File: src/design/pixelClockEstimator.sv
/* needs lines of 512 to 65535 clk_sys cycles; shorter lines give an enable
   on every cycle, the estimate assumes 512 to 1023 pixels per line */

`timescale 1ns/1ns
`default_nettype none

module pixelClockEstimator (
	input  logic clk_sys,
	input  logic hSync,
	output logic pixEn
);

	logic [15:0] lineCnt  = '0;
	logic [6:0]  pixSize  = '0;
	logic [6:0]  pixCnt   = '0;
	logic [6:0]  pixCntNext;
	logic        hsPrev   = 1'b0;
	logic        pixEnReg = 1'b0;

	assign pixCntNext = (pixCnt == pixSize) ? 7'd0 : pixCnt + 7'd1;
	assign pixEn = pixEnReg;

	always_ff @(posedge clk_sys) begin
		hsPrev <= hSync;

		// falling HSync restarts the pixel phase and takes a new divisor
		if (hsPrev && !hSync) begin
			lineCnt  <= '0;
			pixSize  <= (lineCnt[15:9] == 7'd0) ? 7'd0 : lineCnt[15:9] - 7'd1;
			pixCnt   <= '0;
			pixEnReg <= 1'b1;
		end else begin
			if (lineCnt != '1)
				lineCnt <= lineCnt + 16'd1;
			pixCnt   <= pixCntNext;
			pixEnReg <= (pixCntNext == 7'd0);
		end
	end

endmodule

`default_nettype wire

File: config.mk
export PLATFORM = sky130hd
export DESIGN_NAME = pixelClockEstimator
export DESIGN_NICKNAME = d
export VERILOG_FILES = /design/src/design/pixelClockEstimator.sv
export SDC_FILE = /design/constraint.sdc
export NUM_CORES = 1
export LEC_CHECK = 0
export BUFFER_PORTS_ARGS = -buffer_cell sky130_fd_sc_hd__buf_4
export CAP_MARGIN = 30
export CORE_ASPECT_RATIO = 1.4
export CORE_MARGIN = 2
export CORE_UTILIZATION = 41
export DETAILED_ROUTE_END_ITERATION = 7
export GPL_TIMING_DRIVEN = 1
export SLEW_MARGIN = 20
export SYNTH_ARGS = -nofsm -noshare
export SYNTH_HDL_FRONTEND = slang
export SYNTH_SLANG_ARGS = --single-unit
File: constraint.sdc
create_clock -name clk_sys -period 2 [get_ports clk_sys]
set_input_delay 0.1 -clock clk_sys [delete_from_list [all_inputs] [get_ports clk_sys]]
set_output_delay 0.1 -clock clk_sys [all_outputs]
set_load 0.02 [all_outputs]
==> impl_summary.txt <==
----------------------------------------------------
[Die]
  Die ar. ... 0.004653 mm2
  Horizontal die dimension ... just under 60 um
  Number of top-level pins ... 3
  Starting utilization of the core area ... 42.70%
  Core region area ... 0.003953 mm2
  Height of the die ... 79.92 um
  Site Rows ... 27

[Place]
  Buffers added on ports ... 2
  Final GP Congestion ... 0.7987
  Final HPWL from detailed placement ... ~2400 um
  Post-Place Worst Slack ... 0.2928 ns
  Placed Cells incl. Taps ... 219

[Pwr]
  Pwr per Cell Area ... 942.0 mW/mm2
  Comb power frac ... 14.7%
  Register share of total power ... a little under half
  Internal power ... 1.307 mW
  Static leakage ... roughly 0.8 nW
  Switching power as a share of total power ... 26.21%
  Clk network pwr share ... 38.2%
  Maximum vdd drop ... 605.9 uV
  Switching Power ... roughly 0.46 mW

[Synthesis]
  Number of nets produced by synthesis ... 185
  Most used flip-flop cell after synthesis ... sky130_fd_sc_hd__dfxtp_1
  Combined area of all synthesized cells ... 0.001688 mm2
  Count of flip-flops with a built-in enable after synthesis ... 7
  Synthesized instance count ... 178
  Async set-or-reset flop fraction in the synthesized netlist ... 0%
  Syn_area_per_cell ... ~9.5 um2
  FF+latch count, synth ... 32
  Sequential share of the synthesized area ... 42.11%
  Number of different library cells in the post-synthesis netlist ... 45
  Synth Warn # ... 0

[Setup path]
  Critical Path Start ... lineCnt[10]
  Crit Reg-Reg Startpoint ... lineCnt[10]
  Required time reported for the critical path endpoint ... 2.15 ns
  Register-to-register path setup slack ... 0.29 ns
  CP endpoint kind ... flip-flop
  Cell type group with the largest total delay on the critical path ... simple AND/OR/NAND/NOR gates
  Worst reg2reg endpoint ... lineCnt[15]
  Largest driver fanout on the critical path ... 8
  Max incr delay on CP ... 0.47 ns
  CP max-delay cell ... sky130_fd_sc_hd__dfxtp_1
  Critical path arrival ... about 1.9 ns
  Critical path class ... reg2reg
  Depth of the most critical reg-to-reg path ... 5
  Kind of start point of the critical path ... flip-flop
  Cells along the critical path ... ha_1 > nand4_1 > nor4_1 > nor3b_1 > nor3_1
  Worst path bufs/invs ... 0

[Clock tree]
  Root Driver ... sky130_fd_sc_hd__clkbuf_8
  TritonCTS buffer count ... 5
  Reg clk slew, reported paths ... 0.07 ns
  Clock network latency to the later pin of the worst-skew pair ... 0.29 ns
  Depth of the CTS H-tree ... 2
  Count of instances resized after the clock tree is built ... 0
  Clk sink count ... 32
  CTS tree ... done
  Number of buffers between clock root and the deepest sink ... 2

[Timing]
  Endpoints failing setup ... 0
  Crit path time final ... 1.715 ns
  Post-Route Skew ... 0.009891 ns
  Worst-case headroom to the max-slew limit ... 65.81%
  Transition at the pin with the smallest max-transition slack ... between 0.5 and 0.6 ns
  Least setup slack across all paths after layout ... 0.2853 ns
  Setup_tns ... 0 ns
  Count of endpoints failing hold in the final timing report ... 0
  Share of the cycle needed by the critical path after routing ... 85.74%
  Unrepaired setup endpoints after global routing ... false
  Hold Worst Slack ... 0.4656 ns
  Final Max Slew Viols ... 0
  Highest attainable clock frequency ... 583.2 MHz

[Route]
  Remaining DRCs ... 0
  Vias/cell ... approximately 5.6
  Number of detailed-routing iterations run before antenna repair ... 4
  Number of nets with antenna violations after routing ... 0
  Routed WL ... 3241 um
  Number of violations reported at the end of detailed-routing iteration 0 ... 36
  Per-cell routed wire length ... approximately 14 um
  DR vias ... 1271

[Global route]
  Overall Global Routing Usage ... 16.60%
  Leftover overflow at the end of global routing ... 0
  Antenna violations before repair ... 0
  Maximum number of pins on one net before global-route repair ... 16
  Number of global-route vias before repair ... 1252
  Wire length of the first global-routing pass ... 5761 um

[Cells and area]
  Nets ... 191
  Area growth from synthesis to layout ... 11.42%
  Non-Filler Instances ... 228
  Fraction of layout cells with a size suffix above 1 ... a little under an eighth
  Diode count ... 0

[Worst hold path]
  Min-delay worst type ... in2reg
  Capture endpoint of the worst hold path ... hsPrev
  HP Start ... hSync
  Number of cells on the worst hold path ... 2

[Run status]
  Status ... completed

[Flow run]
  Maxcap violations ... 0

----------------------------------------------------
worst reg2reg max path: cells and delay by family, from the launching register on:
kind	cells	cell delay, ns
adder cells (fa/ha/maj)	1	0.25
AND/OR/NAND/NOR	4	0.88
flip-flops	1	0.47
routing by layer:
| metal | vias up | GRT usage (%) | wire length, um |
|---|---|---|---|
| li1 | 645 | - | - |
| met4 | 0 | 8.605 | 95 |
| met3 | 9 | 5.024 | 91 |
| met1 | 598 | 16.57 | 1249 |
| met2 | 19 | 30.11 | 1805 |
| met5 | - | 0 | 0 |
worst max-delay path by stage:
stage | to | slack [ns] | depth (start not counted)
2_1_floorplan | pixSize[6] | 0.32 | 5
3_3_place_gp | pixSize[6] | 0.33 | 4
6_report | lineCnt[15] | 0.29 | 5
3_5_place_dp | pixSize[6] | 0.29 | 4
4_1_cts | pixSize[6] | 0.29 | 4
5_1_grt | lineCnt[15] | 0.07 | 5
timing repair:
| action | 4_1_cts | 5_1_grt |
|---|---|---|
| endpoints found under the setup margin | 0 | 0 |
| setup buffers | 0 | 0 |
| hold buffers | 1 | 0 |
| endpoints found under the hold margin | 1 | 0 |
synthesized netlist by cell type (5+ instances only):
library cell               instances  area (um2)
sky130_fd_sc_hd__xnor2_1          11       96.34
sky130_fd_sc_hd__nor2_1           20       75.07
sky130_fd_sc_hd__edfxtp_1          7       210.2
sky130_fd_sc_hd__inv_1             6       22.52
sky130_fd_sc_hd__nand4_1           5       31.28
sky130_fd_sc_hd__dfxtp_1          25       500.5
sky130_fd_sc_hd__nand3_1           9       45.04
sky130_fd_sc_hd__ha_1              5       62.56
sky130_fd_sc_hd__nor3_1            6       30.03
sky130_fd_sc_hd__nand2_1          11       41.29
sky130_fd_sc_hd__xor2_1            6       52.55
sky130_fd_sc_hd__a21oi_1           9       45.04
cell type report:
cell class	count	area [um2]
Tap cell	43	53.80
Inverter	7	26.28
Fill cell	369	2072
Sequential cell	32	710.7
Multi-Input combinational cell	131	908.4
Clock buffer	7	96.34
Clock inverter	1	30.03
Timing Repair Buffer	7	55.05
cells in the final DEF (no fill, tap or decap), types with 6 or more instances in the layout:
master and n:
sky130_fd_sc_hd__xor2_1 6, sky130_fd_sc_hd__xnor2_1 11, sky130_fd_sc_hd__buf_4 6, sky130_fd_sc_hd__nor2_1 20, sky130_fd_sc_hd__inv_1 6, sky130_fd_sc_hd__nand2_1 11
sky130_fd_sc_hd__dfxtp_1 25, sky130_fd_sc_hd__edfxtp_1 7, sky130_fd_sc_hd__nor3_1 6, sky130_fd_sc_hd__nand3_1 9, sky130_fd_sc_hd__clkbuf_8 7, sky130_fd_sc_hd__a21oi_1 9
stage by stage:
stage / utilization [%] / power [mW] / area [um2]
floorplan: - / 1.033 / 1688
global placement: 44.13 / 1.090 / 1744
detailed placement: 44.13 / 1.111 / 1744
CTS: 47.58 / 1.798 / 1881
global route: 47.58 / 1.878 / 1881
finish: 47.58 / 1.771 / 1881
power groups by stage:
stage | combinational [mW] | clock [mW] | sequential, mW
floorplan | 0.215 | 0 | 0.819
global placement | 0.250 | 0 | 0.840
detailed placement | 0.263 | 0 | 0.849
CTS | 0.265 | 0.700 | 0.833
global route | 0.300 | 0.730 | 0.848
finish | 0.261 | 0.677 | 0.833
cells by family after synthesis:
logic type,Yosys count,synth area share [%]
adder cells (fa/ha/maj),5,3.706
flip-flops,32,42.11
AO/OA/AOI/OAI,29,12.75
AND/OR/NAND/NOR,75,25.50
XOR/XNOR,17,8.821
multiplexers,5,3.039
buffers and inverters,15,4.077
registers in the layout, indices dropped and copies added (netlist names):
signal and flops:
hsPrev 1, pixCnt 7, pixSize 7, lineCnt 16, pixEn 1
Note: power is estimated with default switching activity, not from simulation.
