**src/design/osd_settings.svh**
```systemverilog
/* window geometry, overlay colour and SPI opcodes; the offsets are signed
   and wrap inside the 10-bit raster counters */

`ifndef OSD_SETTINGS_SVH
`define OSD_SETTINGS_SVH

// window size in source pixels and lines
`define OSD_WIDTH         256
`define OSD_HEIGHT        128

// shift of the window away from the centre, negative moves left or up
`define OSD_X_OFFSET      0
`define OSD_Y_OFFSET      0

// two bits per channel, r in the top pair
`define OSD_COLOR         6'b111111

// eight lines of 256 bytes
`define OSD_BUF_DEPTH     2048

// command opcodes
`define OSD_OP_WRITE      5'b00100
`define OSD_OP_ENABLE     4'b0100

// taller displays are taken as line doubled
`define DOUBLESCAN_LIMIT  350

`endif
```
**src/design/osdPkg.sv**
```systemverilog
/* types shared by the OSD blocks; the buffer address width follows
   OSD_BUF_DEPTH from the settings header */

`default_nettype none

`include "osd_settings.svh"

package osdPkg;

	typedef logic [5:0] colour6_t;

	typedef struct packed {
		colour6_t r;
		colour6_t g;
		colour6_t b;
	} rgbPixel_t;

	// one video sample on the VGA path
	typedef struct packed {
		rgbPixel_t pix;
		logic      hSync;
		logic      vSync;
	} videoBus_t;

	typedef struct packed {
		logic [9:0] dspWidth;
		logic [9:0] dspHeight;
		logic       hsPol;
		logic       vsPol;
		logic       doublescan;
	} frameGeom_t;

	typedef struct packed {
		logic [9:0] hCnt;
		logic [9:0] vCnt;
	} rasterPos_t;

	typedef logic [$clog2(`OSD_BUF_DEPTH)-1:0] bufAddr_t;

	// command byte, read as a line write or as enable/disable
	typedef struct packed {
		logic [4:0] op;
		logic [2:0] line;
	} writeCmd_t;

	typedef struct packed {
		logic [3:0] op;
		logic [2:0] spare;
		logic       enable;
	} enableCmd_t;

	typedef union packed {
		writeCmd_t  wr;
		enableCmd_t en;
	} osdCmd_u;

endpackage

`default_nettype wire

```
**src/design/syncAnalyzer.sv**
```systemverilog
/* learns sync polarity and active size from the input itself; geometry
   settles after two full lines and two full frames */

`timescale 1ns/1ns
`default_nettype none

`include "osd_settings.svh"

module syncAnalyzer (
	input  logic               clk_sys,
	input  logic               pixEn,
	input  logic               hSync,
	input  logic               vSync,
	output osdPkg::rasterPos_t pos,
	output osdPkg::frameGeom_t geom
);

	logic       hsD    = 1'b0;
	logic       hsD2   = 1'b0;
	logic       vsD    = 1'b0;
	logic       vsD2   = 1'b0;
	logic [9:0] hCnt   = '0;
	logic [9:0] vCnt   = '0;
	logic [9:0] hsHigh = '0;
	logic [9:0] hsLow  = '0;
	logic [9:0] vsHigh = '0;
	logic [9:0] vsLow  = '0;

	assign pos = '{hCnt: hCnt, vCnt: vCnt};

	// ************************************************************
	// pixel-rate counters
	// ************************************************************

	always_ff @(posedge clk_sys) begin
		if (pixEn) begin
			hsD  <= hSync;
			hsD2 <= hsD;

			// hCnt restarts at 2 to make up for the two synchroniser stages
			if (!hsD && hsD2) begin
				hCnt   <= 10'd2;
				hsHigh <= hCnt - 10'd1;
			end else if (hsD && !hsD2) begin
				hCnt  <= 10'd2;
				hsLow <= hCnt - 10'd1;
				vCnt  <= vCnt + 10'd1;
			end else begin
				hCnt <= hCnt + 10'd1;
			end

			vsD  <= vSync;
			vsD2 <= vsD;

			// a VSync edge overrides the line step above
			// vCnt restarts one below zero so the first line of a level reads 0
			if (!vsD && vsD2) begin
				vCnt   <= '1;
				vsHigh <= vCnt + 10'd1;
			end else if (vsD && !vsD2) begin
				vCnt  <= '1;
				vsLow <= vCnt + 10'd1;
			end
		end
	end

	// ************************************************************
	// geometry
	// ************************************************************

	// the sync pulse is the shorter level, the active area the longer one
	always_ff @(posedge clk_sys) begin
		geom.hsPol      <= hsHigh < hsLow;
		geom.dspWidth   <= geom.hsPol ? hsLow : hsHigh;
		geom.vsPol      <= vsHigh < vsLow;
		geom.dspHeight  <= geom.vsPol ? vsLow : vsHigh;
		geom.doublescan <= geom.dspHeight > 10'(`DOUBLESCAN_LIMIT);
	end

endmodule

`default_nettype wire

```
**config.mk**
```make
export PLATFORM = sky130hd
export DESIGN_NAME = syncAnalyzer
export DESIGN_NICKNAME = d
export VERILOG_FILES = /design/src/design/osdPkg.sv /design/src/design/syncAnalyzer.sv
export VERILOG_INCLUDE_DIRS = /design/src /design/src/design
export SDC_FILE = /design/constraint.sdc
export NUM_CORES = 1
export LEC_CHECK = 0
export BUFFER_PORTS_ARGS = -buffer_cell sky130_fd_sc_hd__buf_4
export CAP_MARGIN = 40
export CORE_MARGIN = 2
export CORE_UTILIZATION = 35
export CTS_CLUSTER_DIAMETER = 150
export DETAILED_ROUTE_END_ITERATION = 7
export SLEW_MARGIN = 20
export SYNTH_ARGS = -nofsm -noshare
export SYNTH_HDL_FRONTEND = slang
export SYNTH_SLANG_ARGS = --single-unit
```
**constraint.sdc**
```tcl
create_clock -name clk_sys -period 3.38 [get_ports clk_sys]
set_clock_uncertainty 0.15 [all_clocks]
set_input_delay 0.169 -clock clk_sys [delete_from_list [all_inputs] [get_ports clk_sys]]
set_output_delay 0.169 -clock clk_sys [all_outputs]
set_load 0.02 [all_outputs]
```
==> results.ini <==
[logic_synthesis]
yosysTopAreaCell = edfxtp_1
synthCells = 284
yosys.area.top_type_share_pct = 50.73
yosysSeqAreaShare_pct = 62.88
yosys-top-cells-area = edfxtp_1, dfxtp_1, ha_1, mux2_2, xnor2_1
synth.distinct_cells = 35
async_flop_share_pct = 0
ys_seq_elements = 87
synth_warnings = 0
synthesis.area_um2 = 3789
synth_common_cells = edfxtp_1, inv_1, ha_1
synth_area_per_cell_um2 = 13.34
ys.flop_type = edfxtp_1
synth_edf_count = 64
synth.most_common_cell = edfxtp_1
mappedNetlistNets = 313

[cts]
cts_max_level = 3
post_cts_resized = 0
cts_sinks = 87
cts_buffer_depth = 2
post-cts-setup-buffers = 0
clk_pin_slew_ns = 0.09
clockRootBuffer = clkbuf_8
clock_latency_ns = 0.35
postCtsHoldBufs = 2
cts_tree = built
numCtsBuffers = 9

[sta]
period_share_pct = 61.72
slew_headroom_pct = 67.70
setup_viol = 0
fin_tns_setup_ns = 0
fin_crit_ns = 2.086
worst_pin_slew_ns = 0.4839
hold_viol = 0
rsz0062_at_grt = no
max_freq_mhz = 479.3
slew_viol_final = 0

[setup_path]
crit_path_max_incr_delay_ns = 0.51
critical_path.slowest_cell = and3b_1
arrival_ns = 1.94
worst_setup_path_start_kind = flip-flop
rrSetupSlack_ns = 1.29
cp_max_fo = 11
rr_worst_depth = 4
path_cells = inv_1 > ha_1 > and3b_1 > nand2b_1
endpoint_kind = flip-flop
required_ns = 3.24
crit_type = flip-flop to flip-flop
rr_endpoint = vCnt[4]
r2r-start = hsD

[drt]
vias_per_cell = 4.583
antenna_left = 0
drtIter0Drc = 92
totalWireLength_mm = 6.321
vias = 2200
routedWlPerCell_um = 13.17
drc = 0
drt_pass1_iterations = 4

[min_path]
min_from = pixEn
hold_end = hCnt[3]
whs_path_depth = 1
holdCritPathClass = input port to flip-flop

[final_layout]
fill_cells = 952
drive_gt1_share_pct = 27.03
stdcell_count = 480
nNetsFinal = 368
area_growth_pct = 17.93
antennaDiodeCount = 0

[power_and_ir_drop]
power_density_nw_per_um2 = 501.3
vdd_drop_max_v = 0.0001955
leakagePower_nw = 1.797

[place]
dp_cells = 461
hpwl_mm = 4.673
port_buffers = 46
gp_congestion = 0.7597

[floorplanning]
core.rowCount = 37
start_util_pct = 36.37
die_h_um = 108.0
fp.dieW_um = 108.0
die_area_um2 = 11670
core_area_um2 = 10420
ios = 47

[global_routing]
grt_antenna_before_repair = 0
grt_use_total_pct = 11.82
grt_pass1_wl_mm = 10.58
grt_overflow_total = 0
grt_pass1_vias = 2139
grt_max_degree = 20

[run_status]
status = complete, no violations

[flow_run]
drv_cap = 0

routing by layer:
| metal | up-vias | wire length (um) | GRT usage (%) |
|---|---|---|---|
| li1 | 1115 | - | - |
| met3 | 10 | 287 | 3.255 |
| met1 | 1028 | 3202 | 17.07 |
| met5 | - | 0 | 0 |
| met4 | 0 | 125 | 5.403 |
| met2 | 47 | 2706 | 16.44 |
cell families after synthesis:
group                    share of synthesized area, %
AND/OR/NAND/NOR                                 10.60
flip-flops                                      62.88
XOR/XNOR                                        5.317
buffers and inverters                           3.633
multiplexers                                    5.945
adder cells (fa/ha/maj)                         8.256
AO/OA/AOI/OAI                                   3.369
cell usage in the layout, fill, tap and decap left out, drive strengths merged, types with 5 or more instances in the layout:
cell type and n:
clkbuf 10, xnor2 13, edfxtp 64, xor2 10
buf 47, and2 8, a21oi 8, nand3 11
nor2 6, inv 30, or2 8, mux2 20
o21ai 5, nor3 10, ha 25, nand2 14
dfxtp 23
report_power, final:
group / leakage [nW] / switching (mW) / internal (mW)
Clock: 0.0863 / 0.360 / 0.265
Combinational: 0.926 / 0.170 / 0.142
Sequential: 0.785 / 0.0641 / 1.24
worst max-delay path by stage:
| stage | end | slack [ns] | start |
|---|---|---|---|
| floorplan | hsHigh[6] | 1.41 | hCnt[0] |
| global placement | vCnt[8] | 1.33 | hsD |
| detailed placement | vCnt[8] | 1.26 | hsD |
| CTS | vCnt[4] | 1.25 | hsD |
| global route | vCnt[4] | 1.16 | hsD |
| finish | vCnt[4] | 1.29 | hsD |
worst max-delay path: cells and delay by family, from the launching register on:
| family | cells | cell delay (ns) |
|---|---|---|
| adder cells (fa/ha/maj) | 1 | 0.19 |
| buffers and inverters | 1 | 0.06 |
| flip-flops | 1 | 0.40 |
| AND/OR/NAND/NOR | 2 | 0.95 |
final cells by class:
class	count	area, um^2	area share [%]
clock buffers	10	127.6	2.856
clock inverters	6	37.54	0.8401
inverters	29	108.9	2.436
multi-input cells	163	1269	28.40
flip-flops and latches	87	2382	53.32
well taps	136	170.2	3.808
repair buffers	49	372.9	8.345
sequential cells by signal, indices dropped and copies added (netlist names), 10 cells and up:
| signal | count |
|---|---|
| geom | 23 |
| hCnt | 10 |
| vsHigh | 10 |
| hsHigh | 10 |
| vsLow | 10 |
| hsLow | 10 |
| vCnt | 10 |
stage by stage:
| step | util [%] | hold slack [ns] | setup slack [ns] | total power [mW] | instance area, um^2 |
|---|---|---|---|---|---|
| 3_3_place_gp | 41.05 | 0.1979 | 1.331 | 1.637 | 4275 |
| 2_1_floorplan | - | 0.1179 | 1.406 | 1.517 | 3789 |
| 4_1_cts | 42.82 | 0.03067 | 1.248 | 2.265 | 4461 |
| 3_5_place_dp | 41.05 | 0.1984 | 1.264 | 1.642 | 4275 |
| 5_1_grt | 42.89 | 0.03643 | 1.157 | 2.351 | 4468 |
| 6_report | 42.89 | 0.04111 | 1.294 | 2.240 | 4468 |
Note: power is estimated with default switching activity, not from simulation.
