## src/design/osd_settings.svh

```systemverilog
/* window geometry, overlay colour and SPI opcodes; the offsets are signed
   and wrap inside the 10-bit raster counters */

`ifndef OSD_SETTINGS_SVH
`define OSD_SETTINGS_SVH

// window size in source pixels and lines
`define OSD_WIDTH         256
`define OSD_HEIGHT        128

// shift of the window away from the centre, negative moves left or up
`define OSD_X_OFFSET      0
`define OSD_Y_OFFSET      0

// two bits per channel, r in the top pair
`define OSD_COLOR         6'b111111

// eight lines of 256 bytes
`define OSD_BUF_DEPTH     2048

// command opcodes
`define OSD_OP_WRITE      5'b00100
`define OSD_OP_ENABLE     4'b0100

// taller displays are taken as line doubled
`define DOUBLESCAN_LIMIT  350

`endif
```

## src/design/osdPkg.sv

```systemverilog
/* types shared by the OSD blocks; the buffer address width follows
   OSD_BUF_DEPTH from the settings header */

`default_nettype none

`include "osd_settings.svh"

package osdPkg;

	typedef logic [5:0] colour6_t;

	typedef struct packed {
		colour6_t r;
		colour6_t g;
		colour6_t b;
	} rgbPixel_t;

	// one video sample on the VGA path
	typedef struct packed {
		rgbPixel_t pix;
		logic      hSync;
		logic      vSync;
	} videoBus_t;

	typedef struct packed {
		logic [9:0] dspWidth;
		logic [9:0] dspHeight;
		logic       hsPol;
		logic       vsPol;
		logic       doublescan;
	} frameGeom_t;

	typedef struct packed {
		logic [9:0] hCnt;
		logic [9:0] vCnt;
	} rasterPos_t;

	typedef logic [$clog2(`OSD_BUF_DEPTH)-1:0] bufAddr_t;

	// command byte, read as a line write or as enable/disable
	typedef struct packed {
		logic [4:0] op;
		logic [2:0] line;
	} writeCmd_t;

	typedef struct packed {
		logic [3:0] op;
		logic [2:0] spare;
		logic       enable;
	} enableCmd_t;

	typedef union packed {
		writeCmd_t  wr;
		enableCmd_t en;
	} osdCmd_u;

endpackage

`default_nettype wire

```

## src/design/osdCompositor.sv

```systemverilog
/* centres the 256x128 window in the measured active area, twice as tall
   under doublescan; every output is one clk_sys behind its input */

`timescale 1ns/1ns
`default_nettype none

`include "osd_settings.svh"

module osdCompositor (
	input  logic               clk_sys,
	input  osdPkg::videoBus_t  videoIn,
	input  osdPkg::rasterPos_t pos,
	input  osdPkg::frameGeom_t geom,
	input  logic               osdEnable,
	output osdPkg::bufAddr_t   rdAddr,
	input  logic [7:0]         rdData,
	output osdPkg::videoBus_t  videoOut,
	output logic               osdShown
);
	import osdPkg::*;

	localparam colour6_t osdTint = `OSD_COLOR;

	logic [9:0] winHeight;
	logic [9:0] hStart;
	logic [9:0] hEnd;
	logic [9:0] vStart;
	logic [9:0] vEnd;
	logic [9:0] winH;
	logic [9:0] winV;
	logic [9:0] winHAhead;
	logic [2:0] bitSel;
	logic       osdPixel;
	logic       hInside;
	logic       vInside;
	logic       osdActive;
	logic       shownReg = 1'b0;

	// pixel bit twice, tint pair, then the source's top bits
	function automatic colour6_t mixChannel(colour6_t src, logic [1:0] tint, logic pix);
		return {{2{pix}}, tint, src[5:4]};
	endfunction

	// ************************************************************
	// window placement
	// ************************************************************

	assign winHeight = 10'(`OSD_HEIGHT) << geom.doublescan;
	assign hStart = ((geom.dspWidth - 10'(`OSD_WIDTH)) >> 1) + 10'(`OSD_X_OFFSET);
	assign hEnd   = hStart + 10'(`OSD_WIDTH);
	assign vStart = ((geom.dspHeight - winHeight) >> 1) + 10'(`OSD_Y_OFFSET);
	assign vEnd   = vStart + winHeight;

	assign winH = pos.hCnt - hStart;
	assign winV = pos.vCnt - vStart;

	// address runs two pixels ahead to cover the registered address and read
	assign winHAhead = winH + 10'd2;

	assign hInside = (videoIn.hSync != geom.hsPol) && (pos.hCnt >= hStart) && (pos.hCnt < hEnd);
	assign vInside = (videoIn.vSync != geom.vsPol) && (pos.vCnt >= vStart) && (pos.vCnt < vEnd);
	assign osdActive = osdEnable && hInside && vInside;

	// ************************************************************
	// buffer access
	// ************************************************************

	// each byte is a column of eight pixel rows, 16 lines per group
	always_ff @(posedge clk_sys) begin
		rdAddr <= bufAddr_t'({geom.doublescan ? winV[7:5] : winV[6:4], winHAhead[7:0]});
	end

	assign bitSel   = geom.doublescan ? winV[4:2] : winV[3:1];
	assign osdPixel = rdData[bitSel];

	// ************************************************************
	// output stage
	// ************************************************************

	always_ff @(posedge clk_sys) begin
		videoOut.hSync <= videoIn.hSync;
		videoOut.vSync <= videoIn.vSync;
		if (osdActive) begin
			videoOut.pix.r <= mixChannel(videoIn.pix.r, osdTint[5:4], osdPixel);
			videoOut.pix.g <= mixChannel(videoIn.pix.g, osdTint[3:2], osdPixel);
			videoOut.pix.b <= mixChannel(videoIn.pix.b, osdTint[1:0], osdPixel);
		end else begin
			videoOut.pix <= videoIn.pix;
		end
		shownReg <= osdEnable;
	end

	assign osdShown = shownReg;

endmodule

`default_nettype wire

```

## config.mk

```make
export PLATFORM = sky130hd
export DESIGN_NAME = osdCompositor
export DESIGN_NICKNAME = d
export VERILOG_FILES = /design/src/design/osdPkg.sv /design/src/design/osdCompositor.sv
export VERILOG_INCLUDE_DIRS = /design/src /design/src/design
export SDC_FILE = /design/constraint.sdc
export NUM_CORES = 1
export LEC_CHECK = 0
export BUFFER_PORTS_ARGS = -buffer_cell sky130_fd_sc_hd__buf_2
export CORE_ASPECT_RATIO = 0.9
export CORE_MARGIN = 5
export CORE_UTILIZATION = 51
export DETAILED_ROUTE_END_ITERATION = 7
export PLACE_DENSITY_LB_ADDON = 0.08
export REMOVE_ABC_BUFFERS = 1
export SYNTH_ARGS = -nofsm -noshare
export SYNTH_HDL_FRONTEND = slang
export SYNTH_SLANG_ARGS = --single-unit
```

## constraint.sdc

```tcl
create_clock -name clk_sys -period 12.1 [get_ports clk_sys]
set_clock_uncertainty 0.05 [all_clocks]
set_input_delay 2.42 -clock clk_sys [delete_from_list [all_inputs] [get_ports clk_sys]]
set_output_delay 2.42 -clock clk_sys [all_outputs]
set_load 0.02 [all_outputs]
```

==> impl_metrics.toml <==
[drt]
ant_nets = 0
wl_per_cell_um = 12.1
drt_first_iter_violations = 38
drc_errors = 0
via_per_inst = 4.92
first_pass_iters = 4
drt_wl_total_um = 4930
vias = 2003

[grt]
antenna_found_initial = 0
grt_usage_pct = 17.8
grt_pass1_vias = 2004
grt-ovfl-total = 0
grt_first_pass_wirelength_um = 8310
grt_max_degree = 19

[final_layout]
drive_above_1_share_pct = 37.1
nFillCells = 402
area_growth_pct = 30.1
fin_util_pct = 67.2
antenna_cells = 0
multi_input_area_um2 = 1440
area.sequential_um2 = 641
fin_nets = 457
layout.cells.non_filler = 407

[cts]
clockBufferDepth = 2
cts_buffers = 5
cts_tree = "built"
ctsResizeCount = 0
clkTransAtPathRegs_ps = 70
cts_setup_buffers = 0
cts_hold_buf = 0
cts_sinks = 32
ctsRootBufferMaster = "clkbuf_8"
h-tree-depth = 2

[floorplanning]
start_util_pct = 51.6
die_h_um = 73.1
die_x_um = 80.1
core_area_um2 = 4370
ios = 105
row_count = 23
dieArea_um2 = 5860

[sta]
finalMaxSlewViolations = 0
period_needed_ps = 5680
grt_setup_unrepaired = "false"
relSlewSlack_pct = 67.9
max_freq_mhz = 176
tns_ps = 0
worst_pin_slew_ps = 481
setup_viol = 0
hold_viol = 0
post-route-period-util_pct = 47.0

[synthesis]
ys_seq_elements = 32
yosysMostFrequentCell = "inv_1"
synth_cells = 237
ys_types = 39
yosysSeqAreaShare_pct = 28.4
synthArstFlopShare_pct = 0
synth_area_leader_cell = "dfxtp_1"
synth_common_cells = "41 x inv_1, 34 x ha_1, 32 x dfxtp_1"
netlist_area_um2 = 2260
netlist_top_cells_area = "dfxtp_1 28%, ha_1 19%, inv_1 6.8%"
avgSynthCellArea_um2 = 9.53
synth_top_area_share_pct = 28.4
yosysWarningCount = 0
synth_ff_type = "dfxtp_1"
synth-edff-count = 0

[placement]
portBuffers = 102
dp_cells = 399
hpwl_um = 4210
gp_congestion = 0.826

[power]
powerDensity_nw_per_um2 = 120
power.leakage_nw = 1.55
ir_drop_mv = 0.0688

[worst_setup_path]
required_ps = 12220
cp_max_fo = 18
crit_path_end_kind = "flop"
cp-endpoint = "videoOut[2]$_DFF_P_"
timing.critical_path.from_type = "input pin"
critical_path_class = "input pin to flop"
critPathArrivalTime_ps = 5800
setup.worst_path.start = "geom[0]"

[run_status]
status = "finished clean"

[worst_hold_path]
hold_class = "input pin to flop"

[job]
max_cap_violations = 0
## layout by cell type (no fill, tap or decap), types with 8 or more instances in the layout
cell type	instances
inv_1	41
buf_2	102
mux2i_1	13
mux2_2	8
a21oi_1	11
dfxtp_1	32
nor2_1	11
ha_1	34
## worst min path at each step
stage / from / to / slack [ps] / cells after the start
after global placement: osdEnable / osdShown$_DFF_P_ / 2490 / 1
final: osdEnable / osdShown$_DFF_P_ / 2210 / 1
after global routing: osdEnable / osdShown$_DFF_P_ / 2210 / 1
after CTS: osdEnable / osdShown$_DFF_P_ / 2200 / 1
after floorplan: osdEnable / osdShown$_DFF_P_ / 2400 / 0
after detailed placement: osdEnable / osdShown$_DFF_P_ / 2500 / 1
## critical path, stage by stage
cell,delay [ps]
buf_2,210
inv_1,210
ha_1,350
o21a_1,120
nor2_1,140
ha_1,160
inv_1,50
fa_1,380
ha_1,330
a22oi_1,150
nand4_1,110
nor2_1,110
o21ai_0,140
nor4_4,270
buf_4,280
mux2_2,360
## sequential cells by signal (all words and copies together), names as in the netlist
signal	cells
osdShown	1
rdAddr	11
videoOut	20
## final cells by class
type / instances / area share (%)
clock buffers: 5 / 2.34
repair buffers: 103 / 17.6
inverters: 41 / 5.24
flip-flops and latches: 32 / 21.8
multi-input cells: 161 / 48.9
well taps: 62 / 2.64
clock inverters: 3 / 1.45
## power breakdown
part | internal, mW | leakage [nW] | switching (mW)
registers | 0.120 | 0.270 | 0.00336
clock network | 0.0609 | 0.0541 | 0.0396
logic | 0.0567 | 1.23 | 0.0716
total | 0.237 | 1.55 | 0.115
## logic make-up (layout without fill, tap and decap cells)
| group | count (synthesis) | after routing | share of synthesized area (%) |
|---|---|---|---|
| adders and majority gates | 40 | 40 | 24.2 |
| xor gates and xnor gates | 12 | 12 | 4.65 |
| buffers and inverters | 44 | 152 | 7.98 |
| and+or+nand+nor | 45 | 45 | 11.5 |
| AOI/OAI and AO/OA | 42 | 42 | 12.6 |
| muxes | 22 | 22 | 10.7 |
| DFF | 32 | 32 | 28.4 |
## metal layers
metal  vias to the layer above  GRT usage (%)  wire [µm]
met5                         -              0          0
met4                         0           5.63         29
met3                         4           2.96        409
met2                        71           30.4       2410
met1                       903           22.9       2090
li1                       1025              -          -
## per-stage QoR
stage	instance area, µm²	power (mW)	worst slack, ps	hold slack, ps
after CTS	2940	0.357	6420	2200
final	2940	0.352	6420	2210
after floorplan	2230	0.213	6360	2400
after global routing	2940	0.378	6100	2210
after global placement	2830	0.252	6180	2490
after detailed placement	2830	0.254	6140	2500
(Power assumes the default switching activity.)
