$ cat config.mk
export PLATFORM = sky130hd
export DESIGN_NAME = spiOsdClient
export DESIGN_NICKNAME = d
export VERILOG_FILES = /design/src/design/osdPkg.sv /design/src/design/spiOsdClient.sv
export VERILOG_INCLUDE_DIRS = /design/src /design/src/design
export SDC_FILE = /design/constraint.sdc
export NUM_CORES = 1
export LEC_CHECK = 0
export BUFFER_PORTS_ARGS = -buffer_cell sky130_fd_sc_hd__buf_2
export CAP_MARGIN = 20
export CORE_AREA = 2 2 53 55
export CTS_BUF_LIST = sky130_fd_sc_hd__clkbuf_4 sky130_fd_sc_hd__clkbuf_8
export CTS_CLUSTER_DIAMETER = 60
export DETAILED_ROUTE_END_ITERATION = 12
export DIE_AREA = 0 0 55 57
export HOLD_SLACK_MARGIN = 0.15
export PLACE_DENSITY = 0.77
export SLEW_MARGIN = 10
export SYNTH_ARGS = -nofsm -noshare
export SYNTH_HDL_FRONTEND = slang
export SYNTH_SLANG_ARGS = --single-unit
$ cat constraint.sdc
create_clock -name SPI_SCK -period 1.8 [get_ports SPI_SCK]
set_clock_uncertainty 0.15 [all_clocks]
set_input_delay 0.45 -clock SPI_SCK [delete_from_list [all_inputs] [get_ports SPI_SCK]]
set_output_delay 0.45 -clock SPI_SCK [all_outputs]
set_load 0.005 [all_outputs]
$ cat src/design/osd_settings.svh
/* window geometry, overlay colour and SPI opcodes; the offsets are signed
   and wrap inside the 10-bit raster counters */

`ifndef OSD_SETTINGS_SVH
`define OSD_SETTINGS_SVH

// window size in source pixels and lines
`define OSD_WIDTH         256
`define OSD_HEIGHT        128

// shift of the window away from the centre, negative moves left or up
`define OSD_X_OFFSET      0
`define OSD_Y_OFFSET      0

// two bits per channel, r in the top pair
`define OSD_COLOR         6'b111111

// eight lines of 256 bytes
`define OSD_BUF_DEPTH     2048

// command opcodes
`define OSD_OP_WRITE      5'b00100
`define OSD_OP_ENABLE     4'b0100

// taller displays are taken as line doubled
`define DOUBLESCAN_LIMIT  350

`endif
$ cat src/design/osdPkg.sv
/* types shared by the OSD blocks; the buffer address width follows
   OSD_BUF_DEPTH from the settings header */

`default_nettype none

`include "osd_settings.svh"

package osdPkg;

	typedef logic [5:0] colour6_t;

	typedef struct packed {
		colour6_t r;
		colour6_t g;
		colour6_t b;
	} rgbPixel_t;

	// one video sample on the VGA path
	typedef struct packed {
		rgbPixel_t pix;
		logic      hSync;
		logic      vSync;
	} videoBus_t;

	typedef struct packed {
		logic [9:0] dspWidth;
		logic [9:0] dspHeight;
		logic       hsPol;
		logic       vsPol;
		logic       doublescan;
	} frameGeom_t;

	typedef struct packed {
		logic [9:0] hCnt;
		logic [9:0] vCnt;
	} rasterPos_t;

	typedef logic [$clog2(`OSD_BUF_DEPTH)-1:0] bufAddr_t;

	// command byte, read as a line write or as enable/disable
	typedef struct packed {
		logic [4:0] op;
		logic [2:0] line;
	} writeCmd_t;

	typedef struct packed {
		logic [3:0] op;
		logic [2:0] spare;
		logic       enable;
	} enableCmd_t;

	typedef union packed {
		writeCmd_t  wr;
		enableCmd_t en;
	} osdCmd_u;

endpackage

`default_nettype wire

$ cat src/design/spiOsdClient.sv
/* SPI mode 0 slave, MSB first; a write command fills one 256-byte line,
   the enable flag survives SPI_SS3 and powers up low */

`timescale 1ns/1ns
`default_nettype none

`include "osd_settings.svh"

module spiOsdClient (
	input  logic             SPI_SCK,
	input  logic             SPI_SS3,
	input  logic             SPI_DI,
	output logic             wrEn,
	output osdPkg::bufAddr_t wrAddr,
	output logic [7:0]       wrData,
	output logic             osdEnable
);
	import osdPkg::*;

	logic [3:0] bitCnt;
	logic [6:0] shiftReg;
	logic [7:0] rxByte;
	osdCmd_u    cmdNext;
	osdCmd_u    cmdReg;
	logic       enableReg = 1'b0;

	// byte completed by the bit sampled on this edge
	assign rxByte  = {shiftReg, SPI_DI};
	assign cmdNext = rxByte;

	// every byte after the command is payload
	assign wrEn   = (bitCnt == 4'd15) && (cmdReg.wr.op == `OSD_OP_WRITE);
	assign wrData = rxByte;

	assign osdEnable = enableReg;

	// ************************************************************
	// framing
	// ************************************************************

	// bits 0..7 are the command, then 8..15 repeat for each payload byte
	always_ff @(posedge SPI_SCK or posedge SPI_SS3) begin
		if (SPI_SS3) begin
			bitCnt <= '0;
			wrAddr <= '0;
		end else begin
			bitCnt <= (bitCnt == 4'd15) ? 4'd8 : bitCnt + 4'd1;
			if (bitCnt == 4'd7)
				wrAddr <= bufAddr_t'({cmdNext.wr.line, 8'h00});
			else if (wrEn)
				wrAddr <= wrAddr + bufAddr_t'(1);
		end
	end

	always_ff @(posedge SPI_SCK) begin
		shiftReg <= rxByte[6:0];
		if (bitCnt == 4'd7)
			cmdReg <= cmdNext;
	end

	// ************************************************************
	// enable / disable
	// ************************************************************

	always_ff @(posedge SPI_SCK) begin
		if (bitCnt == 4'd7 && cmdNext.en.op == `OSD_OP_ENABLE)
			enableReg <= cmdNext.en.enable;
	end

endmodule

`default_nettype wire

==> impl_metrics.py <==
metrics = {
    "final_layout": {
        "final_area_um2": 1420,
        "fillCellCount": 233,
        "utilization_pct": 54.2,
        "fraction_of_final_layout_cells_with_drive_strength_greater_than_1_pct": 34.9,
        "final_cell_count_no_fill": 160,
        "synthToLayoutAreaGrowth_pct": 30.4,
        "finish.net_count": 135,
        "diodes": 0,
    },
    "drt": {
        "remaining_drc_errors": 0,
        "detail_route.wl_per_cell_um": 13.0,
        "drtAntennaViolNets": 0,
        "first_pass_iters": 4,
        "routed_wl_mm": 2.09,
        "route.vias.total": 834,
        "drtIter0Drc": 9,
        "avgViaCountPerCell": 5.21,
    },
    "timing": {
        "hold_ws_ns": 0.183,
        "timing.final.setup_violations": 4,
        "rsz0062_at_grt": "true",
        "final.period_utilization_pct": 110,
        "period_minus_slack_ns": 1.98,
        "tightestPinTransition_ns": 0.580,
        "final-hold-violation-count": 0,
        "relSlewSlack_pct": 61.3,
        "slew_viol_final": 0,
        "timing.final.ws_setup_ns": -0.184,
        "fmax_achieved_ghz": 0.504,
    },
    "pwr": {
        "ir_worst_vdd_mv": 0.498,
        "power_per_cell_area_nw_per_um2": 781,
        "p_leak_uw": 0.000661,
    },
    "placement": {
        "place_area_um2": 1310,
        "finalWeightedCongestion": 0.779,
        "dpl.cell_count": 151,
        "placement.io_buffers": 23,
        "dp_hpwl_mm": 1.51,
    },
    "clock_network": {
        "cts.reportedPaths.clkPinSlew_ns": 0.15,
        "clock_sinks": 28,
        "ctsLongestPathBuffers": 2,
        "cts_inserted_buffers": 3,
        "clkLatencyLatePin_ns": 0.33,
        "clk_root_buffer_cell": "sky130_fd_sc_hd__clkbuf_4",
        "tritoncts_clock_tree": "yes",
        "cts_htree_levels": 1,
    },
    "run_status": {
        "run_status": "finished with violations",
        "failed_checks": "setup timing",
    },
    "global_routing": {
        "grt_antenna_before_repair": 0,
        "use_met1_pct": 19.8,
        "global_route_usage_sum_pct": 15.0,
        "grt_use_met2_pct": 22.6,
        "grt_first_pass_wirelength_mm": 3.35,
        "met3_layer_usage_reported_by_global_route_pct": 2.36,
        "grt_start_max_net_pins": 17,
        "via_count_of_the_first_global_routing_pass": 777,
        "grt_overflow": 0,
        "grt_busiest_layer": "met2",
    },
    "setup_path": {
        "timing.critical_path.from_type": "flop",
        "worst-path-max-fanout": 2,
        "capture_point_of_the_worst_reg_to_reg_path": "wrAddr[7]$_DFFE_PP0P_",
        "r2r_start": "bitCnt[0]$_DFF_PP0_",
        "critPathKind": "flop to output port",
        "reg2reg_setup_slack_ns": -0.05,
        "ff2ff_path_depth": 6,
        "crit_required_ns": 1.20,
        "critical_path.endpoint_type": "output port",
        "cp-startpoint": "bitCnt[0]$_DFF_PP0_",
        "cp.arrival_ns": 1.38,
    },
    "hold_path": {
        "min_delay_worst_endpoint": "osdEnable$_DFFE_PP_",
        "hp-start": "SPI_DI",
        "hold_path_class": "input port to flop",
        "hold_depth": 1,
    },
    "die": {
        "core_um2": 2620,
        "dieWidth_um": 55,
        "io_pins": 24,
        "die-height_um": 57,
        "dieArea_um2": 3140,
        "initial_core_util_pct": 41.6,
        "num_rows": 19,
    },
    "logic_synthesis": {
        "syn_inst_count": 90,
        "post_synth_main_area_contributors": "sky130_fd_sc_hd__dfrtp_1 (35%), sky130_fd_sc_hd__edfxtp_1 (17%), sky130_fd_sc_hd__dfxtp_1 (13%)",
        "synth_cell_types": 28,
        "synthesis.yosys.warnings": 0,
        "synth_area_per_cell_um2": 12.1,
        "synth_seq_cells": 28,
        "synth-seq-area-share_pct": 64.0,
        "synth.cell_area_um2": 1090,
        "synthDominantCellAreaShare_pct": 34.5,
        "synth_top_area_cell": "sky130_fd_sc_hd__dfrtp_1",
        "synth.net_count": 95,
    },
    "job": {
        "maxCapViolCount": 0,
    },
}
sequential cells by signal, indices dropped and copies added (netlist names):
name and count:
bitCnt 4, osdEnable 1, cmdReg 5, shiftReg 7, wrAddr 11
logic make-up (layout without fill, tap and decap cells):
family,Yosys count,in the layout,synth area share (%)
simple gates,37,37,20.0
buf+inv,5,44,2.07
fa+ha+maj,2,2,2.30
compound gates,11,11,5.98
xor+xnor,7,7,5.64
flops,28,28,64.0
through the flow:
| step | power, uW | TNS (ns) | worst slack [ns] |
|---|---|---|---|
| floorplan | 691 | 0 | 0.0222 |
| global placement | 708 | 0 | 0.0476 |
| detailed placement | 708 | -0.0153 | -0.0144 |
| CTS | 1110 | -0.246 | -0.191 |
| global route | 1150 | -0.634 | -0.233 |
| finish | 1110 | -0.297 | -0.184 |
area by class of cell:
cell class	instances	area (um^2)	share of cell area [%]
multi-input cells	57	392	27.6
repair buffers	36	224	15.8
inverters	4	15.0	1.06
well taps	31	38.8	2.74
flip-flops and latches	28	696	49.1
clock buffers	3	22.5	1.59
clock inverters	1	30.0	2.12
critical path, stage by stage, from the launching register on:
cell	delay [ns]
sky130_fd_sc_hd__dfrtp_1	0.44
sky130_fd_sc_hd__ha_4	0.17
sky130_fd_sc_hd__and4bb_4	0.19
sky130_fd_sc_hd__and2_4	0.14
sky130_fd_sc_hd__buf_6	0.11
worst max-delay path by stage:
stage / slack, ns / to / cells past startpoint
final: -0.18 / wrEn / 4
after global routing: -0.23 / wrEn / 4
after CTS: -0.19 / wrEn / 4
after detailed placement: -0.01 / wrAddr[9]$_DFFE_PP0P_ / 5
after global placement: 0.05 / wrAddr[9]$_DFFE_PP0P_ / 5
after floorplan: 0.02 / wrAddr[9]$_DFFE_PP0P_ / 5
per-layer routing:
layer / vias to the layer above / share of wire (%) / wire (um)
li1: 405 / - / -
met2: 22 / 50 / 1040
met5: - / 0 / 0
met4: 0 / 2.7 / 57
met1: 402 / 43 / 907
met3: 5 / 3.8 / 80
synthesized netlist by cell type (all sizes together):
library cell  count
a21oi             2
a31oi             4
and2              4
and3              1
and4bb            2
buf               1
clkinv            1
dfrtp            15
dfxtp             7
edfxtp            6
ha                2
inv               3
nand2             4
nand2b            1
nand3             4
nand4             6
nor2              9
nor3              1
nor4              1
o21ai             3
o31ai             2
or3               2
or4               2
xnor2             2
xor2              5
power breakdown:
| group | internal (uW) | switching [uW] | total [uW] |
|---|---|---|---|
| logic | 15.3 | 15.8 | 31.1 |
| registers | 657 | 9.83 | 667 |
| clock network | 225 | 183 | 408 |
| total | 898 | 208 | 1110 |
timing repair:
item,CTS,global route
pin swaps,7,0
buffers inserted,3,0
hold buffers,2,0
resized for setup,3,3
endpoints found under the setup margin,4,6
endpoints found under the hold margin,16,0
layout by cell type, fill, tap and decap left out, types with 3 or more instances in the layout:
cell type / n
sky130_fd_sc_hd__buf_4: 11
sky130_fd_sc_hd__xor2_1: 5
sky130_fd_sc_hd__buf_2: 22
sky130_fd_sc_hd__nor2_1: 9
sky130_fd_sc_hd__nand2_1: 4
sky130_fd_sc_hd__and2_1: 3
sky130_fd_sc_hd__dfxtp_1: 7
sky130_fd_sc_hd__a31oi_1: 4
sky130_fd_sc_hd__inv_1: 3
sky130_fd_sc_hd__dfrtp_1: 15
sky130_fd_sc_hd__clkbuf_4: 3
sky130_fd_sc_hd__edfxtp_1: 6
sky130_fd_sc_hd__nand4_1: 5
sky130_fd_sc_hd__nand3_1: 4
(Power assumes the default switching activity.)
